### src/logic/aluCluster_macros.svh
// ==========================================================================
// ALU cluster widths, shared by the package, the RTL and the testbench
// ==========================================================================

`ifndef ALUCLUSTER_MACROS_SVH
`define ALUCLUSTER_MACROS_SVH

// Operand and result width of every datapath in the cluster
`define DATA_WIDTH 64

// Width of a reorder-buffer tag carried alongside each operation
`define ROB_INDEX_BITS 5

// Multiplier bits retired on every iteration of the shift-add loop
`define MUL_STEP_BITS 4

// Iterations needed to walk the whole multiplier operand
`define MUL_ITERS (`DATA_WIDTH / `MUL_STEP_BITS)

// One mask bit per byte of the datapath
`define BYTE_LANES (`DATA_WIDTH / 8)

`endif

### src/logic/aluClusterPkg.sv
// ==========================================================================
// ALU cluster types for operands, tags, byte masks and the decode bus
// ==========================================================================

`include "aluCluster_macros.svh"

package aluClusterPkg;

	// One register-file operand or one execute result
	typedef logic [`DATA_WIDTH-1:0] value_t;

	// Reorder-buffer tag that follows the instruction to writeback
	typedef logic [`ROB_INDEX_BITS-1:0] robIndex_t;

	// Per-byte mask, bit n covers bits 8n+7 down to 8n of a value
	typedef logic [`BYTE_LANES-1:0] laneMask_t;

	// Arithmetic operations handled by the cluster
	// MUL is the only one that goes to the multicycle unit
	typedef enum logic [2:0] {
		ADD  = 3'd0,
		AND  = 3'd1,
		OR   = 3'd2,
		XOR  = 3'd3,
		MUL  = 3'd4,
		PASS = 3'd5
	} aluOp_e;

	// Decoded fields that come with an issued instruction
	typedef struct packed {
		// Operation to perform
		aluOp_e op;
		// Selects inversion instead of two's-complement negation
		logic bitwise;
		// Operand negate requests for A and B
		logic negA;
		logic negB;
		// Replace operand B by the immediate
		logic useImm;
		value_t imm;
		// Predicate bits, a zero keeps the old target byte
		laneMask_t predBits;
		// Instruction only copies its old target through
		logic copyTarget;
	} decodeBus_t;

endpackage

### src/logic/aluStationIf.sv
// ==========================================================================
// Loaded operation from the ALU station to the execute units and merge
// ==========================================================================

interface aluStationIf;
	import aluClusterPkg::*;

	// One-cycle strobe, the fields below are valid while it is high
	logic ld;
	// Reorder-buffer tag of the loaded operation
	robIndex_t id;
	// Operation after copy-target forcing
	aluOp_e op;
	// Final arguments and the old target value
	value_t argA;
	value_t argB;
	value_t argT;
	// Bytes that take the old target instead of the result
	laneMask_t cptgt;
	// Completion class of the loaded operation
	logic scDone;
	logic startMulti;

	// The station owns every signal
	modport station (output ld, id, op, argA, argB, argT, cptgt, scDone, startMulti);

	// Both execute units see the arguments and completion class
	modport execute (input ld, op, argA, argB, scDone, startMulti);

	// The merge only keeps what it needs to rebuild the target
	modport merge (input ld, id, argT, cptgt);

endinterface

### src/logic/aluStation.sv
// ==========================================================================
// ALU reservation station, captures an issued instruction and forms the
// final arguments, the copy-target byte mask and the completion class
// ==========================================================================

module aluStation (
	input logic clk,
	input logic rst,
	input logic available,
	input logic issue,
	input logic robIndexValid,
	input aluClusterPkg::robIndex_t robIndex,
	input aluClusterPkg::decodeBus_t decode,
	input aluClusterPkg::value_t rfArgA,
	input aluClusterPkg::value_t rfArgB,
	input aluClusterPkg::value_t rfArgT,
	input logic mulBusy,
	aluStationIf.station stage
);
	import aluClusterPkg::*;

	// Applies an operand's negate request
	// Bitwise operations want the ones' complement, arithmetic wants -x
	function automatic value_t formArg(input value_t raw, input logic neg,
			input logic bitwise);
		value_t result;
		if (!neg)
			result = raw;
		else if (bitwise)
			result = ~raw;
		else
			result = -raw;
		return result;
	endfunction

	logic accept;
	value_t nextArgA;
	value_t nextArgB;
	laneMask_t nextCptgt;
	logic copyOnly;
	logic singleCycle;

	// ======================================================================
	// Issue acceptance
	// ======================================================================

	// Nothing is queued here, a refused issue has to be presented again
	// The multiplier only raises mulBusy the cycle after the MUL is loaded,
	// so the station also holds off while its own startMulti is showing
	always_comb begin
		accept = available && issue && robIndexValid && !mulBusy && !stage.startMulti;
	end

	// ======================================================================
	// Argument and mask forming
	// ======================================================================

	always_comb begin
		nextArgA = formArg(rfArgA, decode.negA, decode.bitwise);
		// The immediate takes the place of B and is used as decoded
		if (decode.useImm)
			nextArgB = decode.imm;
		else
			nextArgB = formArg(rfArgB, decode.negB, decode.bitwise);
		// A set mask bit keeps the old target byte
		if (decode.copyTarget)
			nextCptgt = '1;
		else
			nextCptgt = ~decode.predBits;
		// With every byte kept the result is argT whatever the op was
		copyOnly = &nextCptgt;
		// Only a real MUL needs the multicycle unit
		singleCycle = (decode.op != MUL) || copyOnly;
	end

	// Control strobes, all low out of reset
	always_ff @(posedge clk) begin
		if (rst) begin
			stage.ld <= 1'b0;
			stage.scDone <= 1'b0;
			stage.startMulti <= 1'b0;
		end else begin
			stage.ld <= accept;
			stage.scDone <= accept && singleCycle;
			stage.startMulti <= accept && !singleCycle;
		end
	end

	// Loaded operation, only meaningful while ld is high
	always_ff @(posedge clk) begin
		if (accept) begin
			stage.id <= robIndex;
			// A copy-target goes down the plain pass path of the single-cycle unit
			stage.op <= copyOnly ? PASS : decode.op;
			stage.argA <= nextArgA;
			stage.argB <= nextArgB;
			stage.argT <= rfArgT;
			stage.cptgt <= nextCptgt;
		end
	end

endmodule

### src/logic/aluOperate.sv
// ==========================================================================
// Single-cycle ALU unit for add and bitwise operations, registered result
// ==========================================================================

module aluOperate (
	input logic clk,
	input logic rst,
	aluStationIf.execute stage,
	output logic opValid,
	output aluClusterPkg::value_t opResult
);
	import aluClusterPkg::*;

	logic start;
	value_t nextResult;

	// Only operations the station marked single-cycle come here
	always_comb begin
		start = stage.ld && stage.scDone;
	end

	// Negation and immediate selection already happened in the station
	always_comb begin
		case (stage.op)
			ADD:
				nextResult = stage.argA + stage.argB;
			AND:
				nextResult = stage.argA & stage.argB;
			OR:
				nextResult = stage.argA | stage.argB;
			XOR:
				nextResult = stage.argA ^ stage.argB;
			// PASS returns A, the merge then swaps in target bytes
			default:
				nextResult = stage.argA;
		endcase
	end

	// Valid strobe follows ld by exactly one cycle
	always_ff @(posedge clk) begin
		if (rst) begin
			opValid <= 1'b0;
		end else begin
			opValid <= start;
		end
	end

	// Result holds until the next single-cycle operation
	always_ff @(posedge clk) begin
		if (start) begin
			opResult <= nextResult;
		end
	end

endmodule

### src/logic/aluMultiplier.sv
// ==========================================================================
// Iterative shift-add multiplier, several multiplier bits per cycle, low
// half of the product kept
// ==========================================================================

`include "aluCluster_macros.svh"

module aluMultiplier (
	input logic clk,
	input logic rst,
	aluStationIf.execute stage,
	output logic mulBusy,
	output logic mulValid,
	output aluClusterPkg::value_t mulResult
);
	import aluClusterPkg::*;

	logic [$clog2(`MUL_ITERS)-1:0] count;
	logic drain;
	logic start;
	value_t multiplicand;
	value_t multiplier;
	value_t accum;
	value_t partial;
	logic [`MUL_STEP_BITS-1:0] digit;

	always_comb begin
		start = stage.ld && stage.startMulti;
		// Low digit of the remaining multiplier selects this step's multiple
		digit = multiplier[`MUL_STEP_BITS-1:0];
		// Only the low DATA_WIDTH bits of the product are ever needed
		partial = multiplicand * value_t'(digit);
	end

	// ======================================================================
	// Iteration control
	// ======================================================================

	// Busy covers exactly MUL_ITERS iterations after the load cycle
	// Drain marks the cycle after the last step, which raises mulValid
	always_ff @(posedge clk) begin
		if (rst) begin
			mulBusy <= 1'b0;
			drain <= 1'b0;
			mulValid <= 1'b0;
			count <= '0;
		end else begin
			mulValid <= drain;
			drain <= 1'b0;
			if (start) begin
				mulBusy <= 1'b1;
				count <= $bits(count)'(`MUL_ITERS - 1);
			end else if (mulBusy) begin
				count <= count - 1'b1;
				if (count == '0) begin
					mulBusy <= 1'b0;
					drain <= 1'b1;
				end
			end
		end
	end

	// ======================================================================
	// Datapath
	// ======================================================================

	// Multiplicand walks left and multiplier walks right one digit per step
	always_ff @(posedge clk) begin
		if (start) begin
			multiplicand <= stage.argA;
			multiplier <= stage.argB;
			accum <= '0;
		end else if (mulBusy) begin
			accum <= accum + partial;
			multiplicand <= multiplicand << `MUL_STEP_BITS;
			multiplier <= multiplier >> `MUL_STEP_BITS;
		end
	end

	// Accumulator is stable from the last step until the next MUL loads
	assign mulResult = accum;

endmodule

### src/logic/resultMerge.sv
// ==========================================================================
// Writeback merge, picks the finishing unit and restores kept target bytes
// ==========================================================================

`include "aluCluster_macros.svh"

module resultMerge (
	input logic clk,
	input logic rst,
	aluStationIf.merge stage,
	input logic opValid,
	input logic mulValid,
	input aluClusterPkg::value_t opResult,
	input aluClusterPkg::value_t mulResult,
	output logic wbValid,
	output aluClusterPkg::robIndex_t wbId,
	output aluClusterPkg::value_t wbValue
);
	import aluClusterPkg::*;

	// Two-entry record, a new single-cycle op loads while the last one retires
	robIndex_t idMem [0:1];
	value_t targetMem [0:1];
	laneMask_t maskMem [0:1];
	logic wrPtr;
	logic rdPtr;
	value_t finishValue;

	// Record every loaded operation, both units complete in issue order
	always_ff @(posedge clk) begin
		if (stage.ld) begin
			idMem[wrPtr] <= stage.id;
			targetMem[wrPtr] <= stage.argT;
			maskMem[wrPtr] <= stage.cptgt;
		end
	end

	always_ff @(posedge clk) begin
		if (rst) begin
			wrPtr <= 1'b0;
			rdPtr <= 1'b0;
		end else begin
			if (stage.ld)
				wrPtr <= ~wrPtr;
			if (wbValid)
				rdPtr <= ~rdPtr;
		end
	end

	// ======================================================================
	// Byte merge
	// ======================================================================

	// Idle blocks issue during a MUL so only one unit finishes per cycle
	always_comb begin
		wbValid = opValid || mulValid;
		finishValue = mulValid ? mulResult : opResult;
		wbId = idMem[rdPtr];
		for (int lane = 0; lane < `BYTE_LANES; lane++) begin
			if (maskMem[rdPtr][lane])
				wbValue[lane*8 +: 8] = targetMem[rdPtr][lane*8 +: 8];
			else
				wbValue[lane*8 +: 8] = finishValue[lane*8 +: 8];
		end
	end

endmodule

### src/logic/aluCluster.sv
// ==========================================================================
// ALU cluster top, station feeding the single-cycle unit, the multiplier
// and the writeback merge
// ==========================================================================

module aluCluster (
	input logic clk,
	input logic rst,
	input logic available,
	input logic issue,
	input logic robIndexValid,
	input aluClusterPkg::robIndex_t robIndex,
	input aluClusterPkg::decodeBus_t decode,
	input aluClusterPkg::value_t rfArgA,
	input aluClusterPkg::value_t rfArgB,
	input aluClusterPkg::value_t rfArgT,
	output logic idle,
	output logic wbValid,
	output aluClusterPkg::robIndex_t wbId,
	output aluClusterPkg::value_t wbValue
);
	import aluClusterPkg::*;

	logic mulBusy;
	logic opValid;
	logic mulValid;
	value_t opResult;
	value_t mulResult;

	// Loaded operation shared by the station, both units and the merge
	aluStationIf stage ();

	// The multiplier is the only unit that can hold off issue
	assign idle = ~mulBusy;

	aluStation station_i (
		.clk(clk),
		.rst(rst),
		.available(available),
		.issue(issue),
		.robIndexValid(robIndexValid),
		.robIndex(robIndex),
		.decode(decode),
		.rfArgA(rfArgA),
		.rfArgB(rfArgB),
		.rfArgT(rfArgT),
		.mulBusy(mulBusy),
		.stage(stage.station)
	);

	aluOperate operate_i (
		.clk(clk),
		.rst(rst),
		.stage(stage.execute),
		.opValid(opValid),
		.opResult(opResult)
	);

	aluMultiplier multiplier_i (
		.clk(clk),
		.rst(rst),
		.stage(stage.execute),
		.mulBusy(mulBusy),
		.mulValid(mulValid),
		.mulResult(mulResult)
	);

	resultMerge merge_i (
		.clk(clk),
		.rst(rst),
		.stage(stage.merge),
		.opValid(opValid),
		.mulValid(mulValid),
		.opResult(opResult),
		.mulResult(mulResult),
		.wbValid(wbValid),
		.wbId(wbId),
		.wbValue(wbValue)
	);

endmodule

### config.mk
export PLATFORM = sky130hd
export DESIGN_NAME = aluCluster
export DESIGN_NICKNAME = d
export VERILOG_FILES = /design/src/logic/aluClusterPkg.sv /design/src/logic/aluStationIf.sv /design/src/logic/aluStation.sv /design/src/logic/aluOperate.sv /design/src/logic/aluMultiplier.sv /design/src/logic/resultMerge.sv /design/src/logic/aluCluster.sv
export VERILOG_INCLUDE_DIRS = /design/src /design/src/logic
export SDC_FILE = /design/constraint.sdc
export NUM_CORES = 2
export LEC_CHECK = 0
export ABC_AREA = 1
export BUFFER_PORTS_ARGS = -buffer_cell sky130_fd_sc_hd__buf_2
export CELL_PAD_IN_SITES_DETAIL_PLACEMENT = 1
export CELL_PAD_IN_SITES_GLOBAL_PLACEMENT = 1
export CORE_ASPECT_RATIO = 1.5
export CORE_MARGIN = 2
export CORE_UTILIZATION = 35
export CTS_CLUSTER_DIAMETER = 120
export DETAILED_ROUTE_END_ITERATION = 10
export PLACE_DENSITY = 0.65
export SYNTH_ARGS = -nofsm -noshare
export SYNTH_HDL_FRONTEND = slang
export SYNTH_HIERARCHICAL = 1
export SYNTH_SLANG_ARGS = --single-unit
### constraint.sdc
create_clock -name clk -period 79.6 [get_ports clk]
set_input_delay 15.92 -clock clk [delete_from_list [all_inputs] [get_ports clk]]
set_output_delay 15.92 -clock clk [all_outputs]
set_load 0.01 [all_outputs]
==> qor.txt <==
Overall Global Routing Usage: 0.297
Fin. Hold Viols: 0
top cell type's share of synthesized area: 0.326
Logic pwr share: 0.289
Slew HR: 0.215
Seq/Total Area, Yosys: 0.357
Root Driver: clkbuf_16
Fin Setup TNS: 0 ns
drt initial violations: 2,498
CP Data Arrival Time: 3.22 ns
worst-margin pin slew: 1.18 ns
Sw Share: 0.374
simple-gate share of the synthesized area: 0.326
leading cell type by number of instances after synthesis: nand2_1
FILL cells: 18,600
core area: 145,000 µm²
Port-buffer cells: 352
CP Max Fanout: 86
worst-path cell chain: inv_4 -> nand2_1 -> nand2_2 -> nand2_1 -> nand2_1 -> buf_2
Inserted Clock Buffers: 70
Max-Cap Viols: 0
Synthesized Nets: 8,019
P&R area growth vs syn: 11.8%
fmax: 0.0523 GHz
Yosys reg bits: 632
Die ar.: 149,000 µm²
Max Root-Sink Buffers: 3
Post-synth top cells: 2,896 x nand2_1, 1,517 x inv_1, 554 x edfxtp_1
Post-layout nets: 8,302
Period minus WS final: 19.14 ns
Via density: 4.92
final WL: 222 mm
Post-DRT Antenna Nets: 0
first-pass GRT wire length: 321 mm
main combinational cell family by area after synthesis: simple AND/OR/NAND/NOR gates
Static Leak: 30.3 nW
post-synth top area cell: edfxtp_1
status: complete, no violations
grt total ovfl: 0
initial core utilization: 0.352
Net Sw Power: 0.000389 W
routed len/inst: 23.1 µm
layout cells sized above 1: 0.100
Largest stage delay, worst path: 1.02 ns
XOR/XNOR Fraction of Synth Area: 0.0127
period utilization: 0.240
initial antenna violation count: 20
HP Class: register to register
Startpoint Class: register
clk_skew: 0.0583 ns
# setup viols final: 0
VDD IR max: 14.1 µV
cell mode on critical path: nand2_1
post-synth cell types: 61
clk_lat worst skew: 0.70 ns
Hold Buf Count CTS: 0
ys flop type: edfxtp_1
Initial DRT Pass Iterations: 5
CTS sink cnt: 632
Setup Fix Bufs, Post-CTS: 0
Seq pwr share: 0.382
Synth Area in Compound Gates: 0.0528
DRC viols: 0
area share of fa/ha/maj cells after synthesis: 0.120
Die H: 472 µm
RSZ-0062 raised after global routing: no
fraction of power consumed by the clock network: 0.329
Resized Gates After CTS: 0
GPL Wtd Cong: 0.972
# IOs: 353
Slew Viols, Final: 0
mux share of post-synthesis cell area: 0
Mapped Cells: 7,356
fin util: 0.394
pwr dens: 18.2 nW/µm²
HPWL Detailed: 183 mm
Setup crit end kind: primary output
CTS tree: built
clock-pin slew on the worst setup and hold paths: 0.06 ns
synth warn: 6
Synth area leaders: edfxtp_1 33%, nand2_1 21%, inv_1 11%
total power: 0.00104 W
Horiz. Die Dim: 316 µm
slowest stage cell on the critical path: dfxtp_4
Data required, critical path: 63.68 ns
H-tree Lvls: 3
pin count of the biggest net entering global routing: 148
internal power: 0.000652 W
Post-synth EDFFs: 554
Avg Cell Area, Syn: 6.94 µm²
WS Path Type: register to primary output
via count: 47,300
number of placement rows: 171
synthesized cell area: 51,000 µm²
asr flop ratio synth: 0
reg2reg setup slack: 74.64 ns
vias in the first global route: 50,000
flip-flops by register name, summed over array words and instances, names as in the netlist, 3 cells and up, named ones only:
signal and count:
operate_i/opResult 64, multiplier_i/multiplier 64, multiplier_i/count 4, station_i/stage.id 5
multiplier_i/multiplicand 64, multiplier_i/mulResult 64, station_i/stage.argT 64, station_i/stage.argB 64
station_i/stage.argA 64, merge_i/idMem 10, merge_i/targetMem 128, merge_i/maskMem 16
station_i/stage.op 3, station_i/stage.cptgt 8
per-stage QoR:
step	std cells	worst slack (ns)	hold slack (ns)	cell area (µm²)
final	9608	60.46	0.404	57100
after global routing	9604	60.25	0.442	57000
after CTS	9599	60.38	0.408	57000
after detailed placement	9470	60.07	0.397	54600
after global placement	9470	60.13	0.388	54600
after floorplan	7356	42.82	0.388	51000
cell families (layout without fill, tap and decap cells):
family,count (synthesis),after routing
AND/OR/NAND/NOR,4052,4052
buffers and inverters,1730,2070
flip-flops,632,632
AO/OA/AOI/OAI,487,487
adder cells (fa/ha/maj),381,381
XOR/XNOR,74,74
other,0,9
worst max-delay path: cells and delay by family (launching register included):
kind          cells  cell delay [ns]
flops             1             1.02
simple gates      4             0.59
buf+inv           2             0.77
power groups by stage:
| stage | Sequential [W] | Clock, W | Combinational, W |
|---|---|---|---|
| global placement | 0.000405 | 0 | 0.000292 |
| global route | 0.000398 | 0.000362 | 0.000337 |
| CTS | 0.000398 | 0.000353 | 0.000300 |
| floorplan | 0.000390 | 0 | 0.000198 |
| detailed placement | 0.000405 | 0 | 0.000298 |
| finish | 0.000398 | 0.000342 | 0.000300 |
final timing paths:
check,from,to,cells past startpoint
setup / recovery,register,wbValue[13],6
setup reg to reg,multiplier_i/multiplier[3],multiplier_i/mulResult[49],18
hold / removal,multiplier_i/drain,multiplier_i/mulValid,2
hold reg to reg,multiplier_i/drain,multiplier_i/mulValid,2
metal layers:
layer	part of all wire	GRT usage
met1	0.38	0.319
met2	0.50	0.533
met4	0.088	0.221
met5	0.00048	0
met3	0.033	0.0298
final cells by class:
class	count	area, µm²	share of cell area
multi-input combinational	4994	26200	0.459
sequential	632	18200	0.319
inverter	1557	5850	0.103
tap	1903	2380	0.0417
timing repair buffer	384	2010	0.0353
clock buffer	77	1780	0.0312
clock inverter	52	632	0.0111
antenna	9	22.5	0.000395
cells in the final DEF, fill, tap and decap left out, drive strengths merged, types with 58 or more instances in the layout:
cell	instances
nand2	2987
inv	1556
nor2	595
edfxtp	554
buf	384
nand3	338
a21oi	207
ha	198
fa	183
o21ai	178
dfxtp	78
clkbuf	77
o22ai	64
xor2	58
No activity file was read; power rests on OpenSTA's default activity.
